`src/logic/rv_core_pkg.sv`:
```
package rv_core_pkg;

    // datapath widths
    localparam int xlen = 64;                          // data and address width
    localparam int ilen = 32;                          // instruction word width

    // program counter constants
    localparam logic [xlen-1:0] reset_pc = 64'h0000_0000_0000_1000; // same value as ram base
    localparam logic [xlen-1:0] isr_base = 64'h0;      // single fixed interrupt entry
    localparam logic [xlen-1:0] pc_step  = 64'd4;      // bytes per instruction

    // instruction encodings
    localparam logic [6:0]      op_lui       = 7'b0110111;
    localparam logic [ilen-1:0] enc_mret     = 32'h0000_0000;  // all zeros word
    localparam logic [ilen-1:0] enc_load_key = 32'hffff_ffff;  // key register into x5
    localparam logic [ilen-1:0] enc_store_x5 = 32'hffff_ff7f;  // rd field 30, x5 to uart
    localparam logic [ilen-1:0] enc_nop      = 32'h0000_0001;  // matches no decode, ir reset value

    // load target and store source
    localparam logic [4:0] data_reg = 5'd5;

    // external interrupt request code on irq_vector
    localparam logic [3:0] ext_irq_code = 4'd1;

    // mstatus bit positions
    localparam int mstatus_mie  = 3;
    localparam int mstatus_mpie = 7;

    // hart to trap register strobes
    // enter and leave are one cycle wide, epc only matters with enter
    typedef struct packed {
        logic            enter;   // trap entry
        logic            leave;   // mret retired
        logic [xlen-1:0] epc;     // pc to save on entry
    } trap_ctl_t;

endpackage

```
`src/logic/soc_map_pkg.sv`:
```
package soc_map_pkg;

    // device address map
    // ram holds the program, the testbench serves it from pc
    localparam logic [rv_core_pkg::xlen-1:0] ram_base  = 64'h0000_0000_0000_1000;
    localparam logic [rv_core_pkg::xlen-1:0] key_base  = 64'h0000_0000_1000_0000; // key input
    localparam logic [rv_core_pkg::xlen-1:0] uart_base = 64'h0000_0000_1000_0008; // uart tx

    // hart to peripheral request
    // registered in the hart, strobes are single cycle pulses
    typedef struct packed {
        logic [rv_core_pkg::xlen-1:0] address;
        logic [rv_core_pkg::xlen-1:0] write_data;
        logic                         write_enable;  // store strobe
        logic                         read_enable;   // load strobe
    } bus_req_t;

    // true for the two decoded device addresses
    function automatic logic is_mapped(input logic [rv_core_pkg::xlen-1:0] addr);
        logic hit;
        hit = (addr == key_base) || (addr == uart_base);
        return hit;
    endfunction

endpackage

```
`src/logic/trap_csr.sv`:
```
`timescale 1ns/1ps

module trap_csr (
    input  logic                           clk,
    input  logic                           reset,
    input  rv_core_pkg::trap_ctl_t         trap_ctl,    // strobes from hart
    output logic                           irq_enable,  // mstatus.MIE level
    output logic [rv_core_pkg::xlen-1:0]   mepc
);

    // only MIE and MPIE are implemented, remaining bits read zero
    logic [rv_core_pkg::xlen-1:0] mstatus;
    logic [rv_core_pkg::xlen-1:0] mepc_q;

    always_ff @(posedge clk or negedge reset) begin
        if (!reset) begin
            mstatus                           <= '0;
            mstatus[rv_core_pkg::mstatus_mie]  <= 1'b1;  // interrupts on out of reset
            mstatus[rv_core_pkg::mstatus_mpie] <= 1'b1;
            mepc_q                            <= '0;
        end else if (trap_ctl.enter) begin
            // stack MIE into MPIE, then mask
            mstatus[rv_core_pkg::mstatus_mpie] <= mstatus[rv_core_pkg::mstatus_mie];
            mstatus[rv_core_pkg::mstatus_mie]  <= 1'b0;
            mepc_q                            <= trap_ctl.epc;  // return point
        end else if (trap_ctl.leave) begin
            // mret pops the enable back
            mstatus[rv_core_pkg::mstatus_mie]  <= mstatus[rv_core_pkg::mstatus_mpie];
            mstatus[rv_core_pkg::mstatus_mpie] <= 1'b1;
        end
    end

    // read side is combinational, hart sees new MIE the cycle after the strobe
    assign irq_enable = mstatus[rv_core_pkg::mstatus_mie];
    assign mepc       = mepc_q;

    // hart never retires mret in the same cycle it takes an interrupt
    a_enter_leave_excl : assert property (
        @(posedge clk) disable iff (!reset)
        !(trap_ctl.enter && trap_ctl.leave)
    );

endmodule

```
`src/logic/hart_core.sv`:
```
`timescale 1ns/1ps

module hart_core (
    input  logic                           clk,
    input  logic                           reset,
    input  logic [rv_core_pkg::ilen-1:0]   instruction,  // fetched word at pc
    input  logic [3:0]                     irq_vector,
    input  logic                           irq_enable,   // MIE from trap_csr
    input  logic [rv_core_pkg::xlen-1:0]   mepc,
    input  logic [rv_core_pkg::xlen-1:0]   read_data,    // from io_port
    output logic [rv_core_pkg::xlen-1:0]   pc,
    output logic                           irq_ack,
    output logic                           heartbeat,
    output rv_core_pkg::trap_ctl_t         trap_ctl,
    output soc_map_pkg::bus_req_t          bus_req
);

    logic [rv_core_pkg::ilen-1:0] ir;          // fetch register
    logic [rv_core_pkg::xlen-1:0] regs [32];   // general registers, x0 never written
    logic                         bubble;      // flush next execute slot
    logic                         load_step;   // second half of the key load

    // decode
    logic [4:0]                   rd;
    logic [rv_core_pkg::xlen-1:0] imm_u;
    logic                         is_lui;
    logic                         is_mret;
    logic                         is_load;
    logic                         is_store;

    // slot arbitration
    logic take_irq;   // interrupt entry wins over everything
    logic exec_slot;  // ir really executes this cycle

    // register file write port
    logic                         rf_we;
    logic [4:0]                   rf_waddr;
    logic [rv_core_pkg::xlen-1:0] rf_wdata;

    assign rd    = ir[11:7];
    assign imm_u = {{(rv_core_pkg::xlen - rv_core_pkg::ilen){ir[rv_core_pkg::ilen-1]}},
                    ir[rv_core_pkg::ilen-1:12], 12'b0};  // sign extended upper imm

    // exact words first, lui opcode cannot collide with them
    assign is_mret  = (ir == rv_core_pkg::enc_mret);
    assign is_load  = (ir == rv_core_pkg::enc_load_key);
    assign is_store = (ir == rv_core_pkg::enc_store_x5);
    assign is_lui   = (ir[6:0] == rv_core_pkg::op_lui);

    assign take_irq  = (irq_vector == rv_core_pkg::ext_irq_code) && irq_enable;
    assign exec_slot = !take_irq && !bubble;

    // strobes reach trap_csr at the same edge the hart acts on them
    always_comb begin
        trap_ctl.enter = take_irq;
        trap_ctl.leave = exec_slot && is_mret;
        trap_ctl.epc   = pc;  // pc before the jump
    end

    // lui writes rd, second load step writes x5
    always_comb begin
        rf_we    = exec_slot && ((is_lui && rd != 5'd0) || (is_load && load_step));
        rf_waddr = is_load ? rv_core_pkg::data_reg : rd;
        rf_wdata = is_load ? read_data : imm_u;
    end

    always_ff @(posedge clk) begin
        if (rf_we) begin
            regs[rf_waddr] <= rf_wdata;
        end
    end

    // fetch stage, latches whatever the memory shows
    always_ff @(posedge clk or negedge reset) begin
        if (!reset) begin
            heartbeat <= 1'b0;
            ir        <= rv_core_pkg::enc_nop;
        end else begin
            heartbeat <= ~heartbeat;
            ir        <= instruction;
        end
    end

    // execute stage
    always_ff @(posedge clk or negedge reset) begin
        if (!reset) begin
            pc        <= rv_core_pkg::reset_pc;
            bubble    <= 1'b0;
            load_step <= 1'b0;
            irq_ack   <= 1'b0;
            bus_req   <= '{address:      soc_map_pkg::ram_base,
                           write_data:   '0,
                           write_enable: 1'b0,
                           read_enable:  1'b0};
        end else begin
            pc                   <= pc + rv_core_pkg::pc_step;  // default, overridden below
            irq_ack              <= 1'b0;
            bus_req.read_enable  <= 1'b0;  // strobes last one cycle
            bus_req.write_enable <= 1'b0;

            if (take_irq) begin
                pc        <= rv_core_pkg::isr_base;
                bubble    <= 1'b1;   // word fetched behind us is stale
                irq_ack   <= 1'b1;
                load_step <= 1'b0;   // interrupted load restarts from mepc
            end else if (bubble) begin
                bubble <= 1'b0;      // drop this slot
            end else if (is_mret) begin
                pc     <= mepc;
                bubble <= 1'b1;
            end else if (is_load) begin
                if (!load_step) begin
                    // issue read, refetch the load so it comes back for step two
                    bus_req.address     <= soc_map_pkg::key_base;
                    bus_req.read_enable <= 1'b1;
                    pc                  <= pc - rv_core_pkg::pc_step;
                    bubble              <= 1'b1;
                    load_step           <= 1'b1;
                end else begin
                    load_step <= 1'b0;  // x5 captured through rf port
                end
            end else if (is_store) begin
                bus_req.address      <= soc_map_pkg::uart_base;
                bus_req.write_data   <= regs[rv_core_pkg::data_reg];
                bus_req.write_enable <= 1'b1;
            end
        end
    end

    a_bus_strobe_excl : assert property (
        @(posedge clk) disable iff (!reset)
        !(bus_req.read_enable && bus_req.write_enable)
    );

    // relies on trap_csr masking MIE right at entry
    a_irq_ack_single : assert property (
        @(posedge clk) disable iff (!reset)
        irq_ack |=> !irq_ack
    );

endmodule

```
`src/logic/io_port.sv`:
```
`timescale 1ns/1ps

module io_port (
    input  logic                           clk,
    input  logic                           reset,
    input  soc_map_pkg::bus_req_t          bus_req,
    input  logic [rv_core_pkg::xlen-1:0]   key,        // raw key pins
    output logic [rv_core_pkg::xlen-1:0]   read_data,  // held until next read
    output logic [rv_core_pkg::xlen-1:0]   tx_data,
    output logic                           tx_valid
);

    logic [rv_core_pkg::xlen-1:0] key_reg;  // sampled every edge
    logic                         hit_key;
    logic                         hit_uart;
    logic                         rd_key;
    logic                         wr_uart;

    // address decode
    assign hit_key  = (bus_req.address == soc_map_pkg::key_base);
    assign hit_uart = (bus_req.address == soc_map_pkg::uart_base);

    // reads only from key, writes only to uart, anything else dropped
    assign rd_key  = bus_req.read_enable && hit_key;
    assign wr_uart = bus_req.write_enable && hit_uart;

    always_ff @(posedge clk) begin
        key_reg <= key;
    end

    // data registers, loaded on strobes only
    always_ff @(posedge clk) begin
        if (rd_key) begin
            read_data <= key_reg;
        end
        if (wr_uart) begin
            tx_data <= bus_req.write_data;  // no back-pressure, overwrite
        end
    end

    // valid follows the write strobe by one edge
    always_ff @(posedge clk or negedge reset) begin
        if (!reset) begin
            tx_valid <= 1'b0;
        end else begin
            tx_valid <= wr_uart;
        end
    end

    // hart only ever drives decoded device addresses
    a_strobe_mapped : assert property (
        @(posedge clk) disable iff (!reset)
        (bus_req.read_enable || bus_req.write_enable) |->
            soc_map_pkg::is_mapped(bus_req.address)
    );

endmodule

```
`src/logic/soc_top.sv`:
```
`timescale 1ns/1ps

module soc_top (
    input  logic                           clk,
    input  logic                           reset,
    input  logic [rv_core_pkg::ilen-1:0]   instruction,  // program word at pc
    input  logic [3:0]                     irq_vector,
    input  logic [rv_core_pkg::xlen-1:0]   key,
    output logic [rv_core_pkg::xlen-1:0]   pc,
    output logic                           irq_ack,
    output logic                           heartbeat,
    output logic [rv_core_pkg::xlen-1:0]   tx_data,
    output logic                           tx_valid
);

    rv_core_pkg::trap_ctl_t       trap_ctl;   // hart to trap regs
    soc_map_pkg::bus_req_t        bus_req;    // hart to io
    logic                         irq_enable;
    logic [rv_core_pkg::xlen-1:0] mepc;
    logic [rv_core_pkg::xlen-1:0] read_data;

    hart_core u_hart (
        .clk         (clk),
        .reset       (reset),
        .instruction (instruction),
        .irq_vector  (irq_vector),
        .irq_enable  (irq_enable),
        .mepc        (mepc),
        .read_data   (read_data),
        .pc          (pc),
        .irq_ack     (irq_ack),
        .heartbeat   (heartbeat),
        .trap_ctl    (trap_ctl),
        .bus_req     (bus_req)
    );

    trap_csr u_trap (
        .clk        (clk),
        .reset      (reset),
        .trap_ctl   (trap_ctl),
        .irq_enable (irq_enable),
        .mepc       (mepc)
    );

    io_port u_io (
        .clk       (clk),
        .reset     (reset),
        .bus_req   (bus_req),
        .key       (key),
        .read_data (read_data),
        .tx_data   (tx_data),
        .tx_valid  (tx_valid)
    );

endmodule

```
`config.mk`:
```
export PLATFORM = sky130hd
export DESIGN_NAME = soc_top
export DESIGN_NICKNAME = d
export VERILOG_FILES = /design/src/logic/rv_core_pkg.sv /design/src/logic/soc_map_pkg.sv /design/src/logic/trap_csr.sv /design/src/logic/hart_core.sv /design/src/logic/io_port.sv /design/src/logic/soc_top.sv
export SDC_FILE = /design/constraint.sdc
export NUM_CORES = 1
export LEC_CHECK = 0
export BUFFER_PORTS_ARGS = -buffer_cell sky130_fd_sc_hd__clkbuf_2
export CORE_UTILIZATION = 52
export CTS_CLUSTER_SIZE = 12
export DETAILED_ROUTE_END_ITERATION = 8
export PLACE_DENSITY_LB_ADDON = 0.1
export SLEW_MARGIN = 20
export SYNTH_ARGS = -nofsm -noshare
export SYNTH_HDL_FRONTEND = slang
export SYNTH_SLANG_ARGS = --single-unit
```
`constraint.sdc`:
```
create_clock -name clk -period 7.65 [get_ports clk]
set_input_delay 0.765 -clock clk [delete_from_list [all_inputs] [get_ports clk]]
set_output_delay 0.765 -clock clk [all_outputs]
set_load 0.05 [all_outputs]
```
==> results of run 1 <==
[worst max-delay path by stage]
| stage | endpoint | slack (ps) | cells past startpoint |
|---|---|---|---|
| global route | u_hart.bus_req[3] | 3040 | 9 |
| global placement | u_hart.bus_req[16] | 3050 | 10 |
| CTS | u_hart.bus_req[3] | 3380 | 9 |
| floorplan | u_io.read_data[0] | 470 | 1 |
| detailed placement | u_hart.bus_req[27] | 2870 | 10 |
| finish | u_hart.bus_req[4] | 3370 | 9 |
[synthesized netlist by cell type, types with 3 or more instances]
| cell type | count | share of area (%) |
|---|---|---|
| a211oi_1 | 3 | 0.11 |
| a21o_1 | 34 | 1.3 |
| a21oi_1 | 36 | 0.92 |
| a221oi_1 | 3 | 0.13 |
| a22oi_1 | 14 | 0.53 |
| a32oi_1 | 3 | 0.13 |
| and2_1 | 14 | 0.45 |
| and3_1 | 10 | 0.32 |
| and4_1 | 8 | 0.36 |
| buf_1 | 6 | 0.11 |
| buf_2 | 28 | 0.71 |
| buf_4 | 10 | 0.38 |
| buf_6 | 6 | 0.34 |
| clkbuf_1 | 62 | 1.2 |
| dfrtp_1 | 231 | 29 |
| dfstp_2 | 5 | 0.67 |
| dfxtp_1 | 64 | 6.5 |
| edfxtp_1 | 192 | 29 |
| inv_1 | 17 | 0.32 |
| mux2_1 | 50 | 2.9 |
| mux2_2 | 32 | 1.8 |
| mux2i_1 | 3 | 0.15 |
| nand2_1 | 255 | 4.9 |
| nand3_1 | 37 | 0.94 |
| nand4_1 | 32 | 1.0 |
| nand4b_1 | 4 | 0.18 |
| nor2_1 | 63 | 1.2 |
| nor2b_1 | 3 | 0.095 |
| nor3_1 | 27 | 0.69 |
| nor4_1 | 21 | 0.67 |
| nor4_2 | 3 | 0.19 |
| nor4_4 | 4 | 0.43 |
| o211ai_1 | 6 | 0.23 |
| o21ai_0 | 42 | 1.1 |
| o21ai_1 | 19 | 0.48 |
| o221ai_1 | 16 | 0.71 |
| o22ai_1 | 17 | 0.54 |
| or2_2 | 3 | 0.095 |
| or3_1 | 15 | 0.48 |
| or4_1 | 12 | 0.46 |
| xnor2_1 | 59 | 2.6 |
| xor2_1 | 51 | 2.3 |
[layout make-up]
cell class	count	area (µm²)	area share (%)
sequential	492	13000	57.2
multi-input combinational	952	6150	27.1
clock buffer	80	1400	6.16
timing repair buffer	248	1300	5.75
tap	504	631	2.78
clock inverter	13	153	0.674
inverter	17	63.8	0.282
antenna	1	2.50	0.0110
[placed cells by master, fill, tap and decap left out, drive strengths merged, types with 12 or more instances in the layout]
cell | Yosys | final
or3 | 17 | 17
and2 | 14 | 14
nand3 | 38 | 38
nor4 | 28 | 28
inv | 17 | 18
dfrtp | 231 | 231
mux2 | 82 | 82
edfxtp | 192 | 192
dfxtp | 64 | 64
nor3 | 29 | 29
a22oi | 14 | 14
a21o | 34 | 34
or4 | 12 | 12
xnor2 | 59 | 59
o221ai | 17 | 17
xor2 | 51 | 51
nand4 | 33 | 33
nand2 | 256 | 256
nor2 | 64 | 64
buf | 50 | 17
clkbuf | 62 | 311
o21ai | 61 | 61
o22ai | 17 | 17
a21oi | 38 | 38
[layer usage]
metal / wire, µm / GRT usage, % / vias up / share of wire [%]
met4: 1440 / 9.84 / 0 / 2.9
met2: 22300 / 39.8 / 540 / 45
met5: 0 / 0 / - / 0
met3: 3630 / 5.49 / 106 / 7.4
li1: - / - / 5974 / -
met1: 21800 / 36.9 / 6568 / 44
[worst max-delay path, stage by stage, from the launching register on]
cell and delay, ps:
dfstp_2 370, nand2b_1 60, or3_2 100, buf_4 500, inv_2 440, nor2_1 690
nand2_2 490, nor3_2 220, buf_4 750, mux2_1 400
[power by group]
group	switching (µW)	internal, µW
sequential	223	2890
clock	999	1320
combinational	477	243
total	1700	4450
[per-stage QoR]
stage	cells	utilization, %	setup slack, ps	instance area (µm²)	hold slack [ps]
6_report	2307	61.4	3370	22700	254
5_1_grt	2307	61.4	3040	22700	240
4_1_cts	2305	61.4	3380	22600	242
3_5_place_dp	2212	57.2	2870	21100	389
3_3_place_gp	2212	57.1	3050	21100	386
2_1_floorplan	1573	-	474	19700	386
[cells by family after synthesis]
kind of cell | after synthesis | share of synthesized area, %
simple gates | 537 | 13.7
flops | 492 | 65.9
compound gates | 218 | 7.39
buf+inv | 129 | 3.06
xor+xnor | 110 | 4.90
mux | 85 | 4.85
fa+ha+maj | 2 | 0.127
==> results.yml, run 1 <==
status:
  status: "completed"
floorplanning:
  io_pins: 233
  start_util_pct: 53.3
  fp.dieW_um: 196
  die_area_mm2: 0.0386
  core_area_mm2: 0.0369
  chipHeight_um: 196
  rows: 70
global_routing:
  grt_pass1_vias: 13234
  grt_pass1_wl_mm: 76.3
  track_usage_pct: 26.1
  grt_start_max_net_pins: 106
  antenna_found_initial: 1
  gr-total-overflow: 0
drt:
  vias: 13188
  avgViaCountPerCell: 5.72
  drt-pass1-iter-count: 5
  drc: 0
  wirelength_mm: 49.2
  drt-initial-drc-count: 895
  postRouteAntennaNets: 0
  wire_per_inst_um: 21.3
sta:
  maxSlewHeadroom_pct: 26.7
  worstMarginPinSlew_ps: 1100
  skew_ps: 20.5
  final_hold_viol_count: 0
  tns_ps: 0
  rsz0062_at_grt: "no"
  max_clock_freq_ghz: 0.234
  drv_slew: 0
  fin_crit_sh_pct: 55.9
  period_minus_slack_ps: 4280
  setup_viol: 0
synthesis:
  synth_enable_flop_cells: 192
  ys.flop_type: "dfrtp_1"
  synthCells: 1573
  syn-cell-area_mm2: 0.0197
  post_synth.cell_area_avg_um2: 12.5
  ys_seq_area_share_pct: 65.9
  ys_warn_count: 0
  synth_cell_type_count: 85
  synth-seq-cells: 492
  syn_nets: 1677
  async_flop_share_pct: 48.0
layout:
  fin_nets: 1865
  area_growth_pct: 15.3
  largest_register_ffs: 69
  drive_gt1_share_pct: 21.6
  n_fill_cell: 2961
  top_register: "u_hart.bus_req"
flow_run:
  drv_cap: 0
cts:
  ctsHoldBuffers: 0
  cts-resized-gates: 0
  cts_buffers: 50
  htreeDepth: 2
  root_buffer: "clkbuf_16"
  cts_buffer_depth: 3
  clk_latency_ps: 590
  post_cts.repair.setup_buffers: 0
  clkTransAtPathRegs_ps: 60
  clkSinkCount: 492
  cts_tree: "yes"
power:
  power.total_uw: 6150
  p_per_area_mw_per_mm2: 271
  p_leak_uw: 0.00956
  irDropWorstVdd_mv: 0.273
setup_path:
  r2r_end: "u_hart.bus_req[4]"
  startpoint_type: "register"
  critPathKind: "register to register"
  cp-end-kind: "register"
  path_max_fanout: 68
  cp-startpoint: "u_trap.irq_enable"
  reg2reg_depth: 9
  cp.required_ps: 8110
  reg2reg_from: "u_trap.irq_enable"
  rrSetupSlack_ps: 3370
  crit_arrival_ps: 4740
placement:
  gp_congestion: 0.914
  portBuffers: 232
  post-dp-hpwl_mm: 31.1
min_path:
  hp-class: "primary input to async pin"
No activity file was read; power rests on OpenSTA's default activity.
==> inputs of run 2 (changes only) <==
clock period = 3.55 ns   (was 7.65 ns; I/O delays follow)
==> run 2 against run 1 <==
Net effect:
- wire length grew 5.1%
- critical path depth shrank 1
- non-clock buffer count grew 130
- worst setup slack lost 2900 ps
- fmax grew 38%
- register-to-register slack lost 2900 ps
- combinational power grew 130%
- design area grew 5.6%
- via count grew 3.4%
- global-route usage grew 1.3 points
- hold slack lost 29 ps
- largest cell class unchanged
- highest routed layer unchanged
==> results.yml, run 2 (synthesis gave the netlist of run 1 again) <==
power:
  p_leak_uw: 0.0101
  irDropWorstVdd_mv: 0.636
  power.total_uw: 13400
  p_per_area_mw_per_mm2: 559
layout:
  drive_gt1_share_pct: 21.7
  fin_nets: 1996
  final_cell_mix: "nand2_1, clkbuf_2, dfrtp_1, edfxtp_1, dlygate4sd3_1"
  n_fill_cell: 2762
  diodes: 0
  largest_register_ffs: 69
  final_common_cell: "nand2_1"
  top_register: "u_hart.bus_req"
  area_growth_pct: 21.8
  fin_util_pct: 64.9
drt:
  drt-initial-drc-count: 1028
  wire_per_inst_um: 21.2
  vias: 13639
  drc: 0
  drt-pass1-iter-count: 5
  postRouteAntennaNets: 0
  wirelength_mm: 51.7
  avgViaCountPerCell: 5.59
global_routing:
  grt_pass1_wl_mm: 80.6
  gr-total-overflow: 0
  track_usage_pct: 27.4
  grt_pass1_vias: 14075
  grt_start_max_net_pins: 103
  antenna_found_initial: 0
setup_path:
  cp-end-kind: "register"
  critPathKind: "register to register"
  startpoint_type: "register"
  crit_arrival_ps: 3570
  cp.required_ps: 4010
  path_max_fanout: 19
sta:
  period_minus_slack_ps: 3110
  setup_viol: 0
  maxSlewHeadroom_pct: 33.3
  final_hold_viol_count: 0
  max_clock_freq_ghz: 0.322
  timing.final.ws_setup_ps: 442
  tns_ps: 0
  drv_slew: 0
  worstMarginPinSlew_ps: 994
  rsz0062_at_grt: "no"
  skew_ps: 20.9
  fin_crit_sh_pct: 87.5
flow_run:
  drv_cap: 0
cts:
  clkTransAtPathRegs_ps: 60
  root_buffer: "clkbuf_16"
  htreeDepth: 2
  cts_tree: "yes"
  clkSinkCount: 492
  cts-resized-gates: 0
  cts_buffers: 51
  clk_latency_ps: 600
  cts_buffer_depth: 3
status:
  status: "completed"
floorplanning:
  io_pins: 233
  die_area_mm2: 0.0386
  core_area_mm2: 0.0369
  chipHeight_um: 196
  rows: 70
  fp.dieW_um: 196
  start_util_pct: 53.3
placement:
  portBuffers: 232
  gp_congestion: 0.920
  pre_cts_ws_ps: 470
  post-dp-hpwl_mm: 32.7
min_path:
  hp-class: "primary input to register"
[run 2: changes by cell type in the layout (fill, tap and decap cells not counted), moves of 2 or more]
cell           previous run  this run
buf_4                    15        43
and4_2                    3         1
dlygate4sd3_1             0        97
and4_1                    6         8
clkinv_1                  4         6
clkinv_2                  4         6
buf_12                    1         5
[run 2: per-stage QoR]
stage          cells  instance area, µm²  hold WS, ps
4_1_cts         2438               23900          194
2_1_floorplan   1573               19700         59.4
3_5_place_dp    2245               21400          389
5_1_grt         2439               23900          244
3_3_place_gp    2245               21400          385
6_report        2439               23900          225
[run 2: cell type report]
type	instances	area, µm²	area share [%]
Tap cell	504	631	2.63
Sequential cell	492	13000	54.1
Timing Repair Buffer	378	2590	10.8
Inverter	17	63.8	0.267
Clock buffer	79	1400	5.86
Multi-Input combinational cell	952	6140	25.6
Clock inverter	17	148	0.617
[run 2: report_power, final]
group          switching [µW]  leakage, µW  internal, µW
clock network            2210     0.000741          2810
logic                    1050      0.00417           601
registers                 479      0.00524          6220
[run 2: final timing paths]
| check | endpoint | depth (start not counted) | slack, ps | from |
|---|---|---|---|---|
| worst max-delay path | u_hart.pc[25] | 8 | 440 | u_hart.ir[8] |
| worst max register to register | u_hart.pc[25] | 8 | 440 | u_hart.ir[8] |
| worst min-delay path | u_trap.mepc[31] | 4 | 220 | irq_vector[1] |
| worst min register to register | u_io.read_data[18] | 0 | 400 | u_io.key_reg[18] |
| min in group asynchronous | u_hart.bus_req[59] | 2 | 370 | reset |
| max in group asynchronous | u_hart.pc[32] | 3 | 2090 | reset |
[run 2: critical path, stage by stage, from the launching register on]
cell     delay (ps)
dfrtp_1         380
or3_1           380
or3_1           390
or4_1           570
buf_4           270
a21oi_4         390
nor2_1          250
inv_1           200
o22ai_1         110
[run 2: layer usage]
metal | vias up | part of all wire, % | track usage, %
met5 | - | 0 | 0
met4 | 0 | 3.0 | 9.90
met3 | 105 | 6.9 | 4.65
met2 | 543 | 47 | 43.6
met1 | 6765 | 43 | 38.1
li1 | 6226 | - | -
[run 2: what timing repair did]
action | in CTS | in global routing
endpoints found under the hold margin | 190 | 0
hold buffers | 97 | 0
buffers inserted | 0 | 0
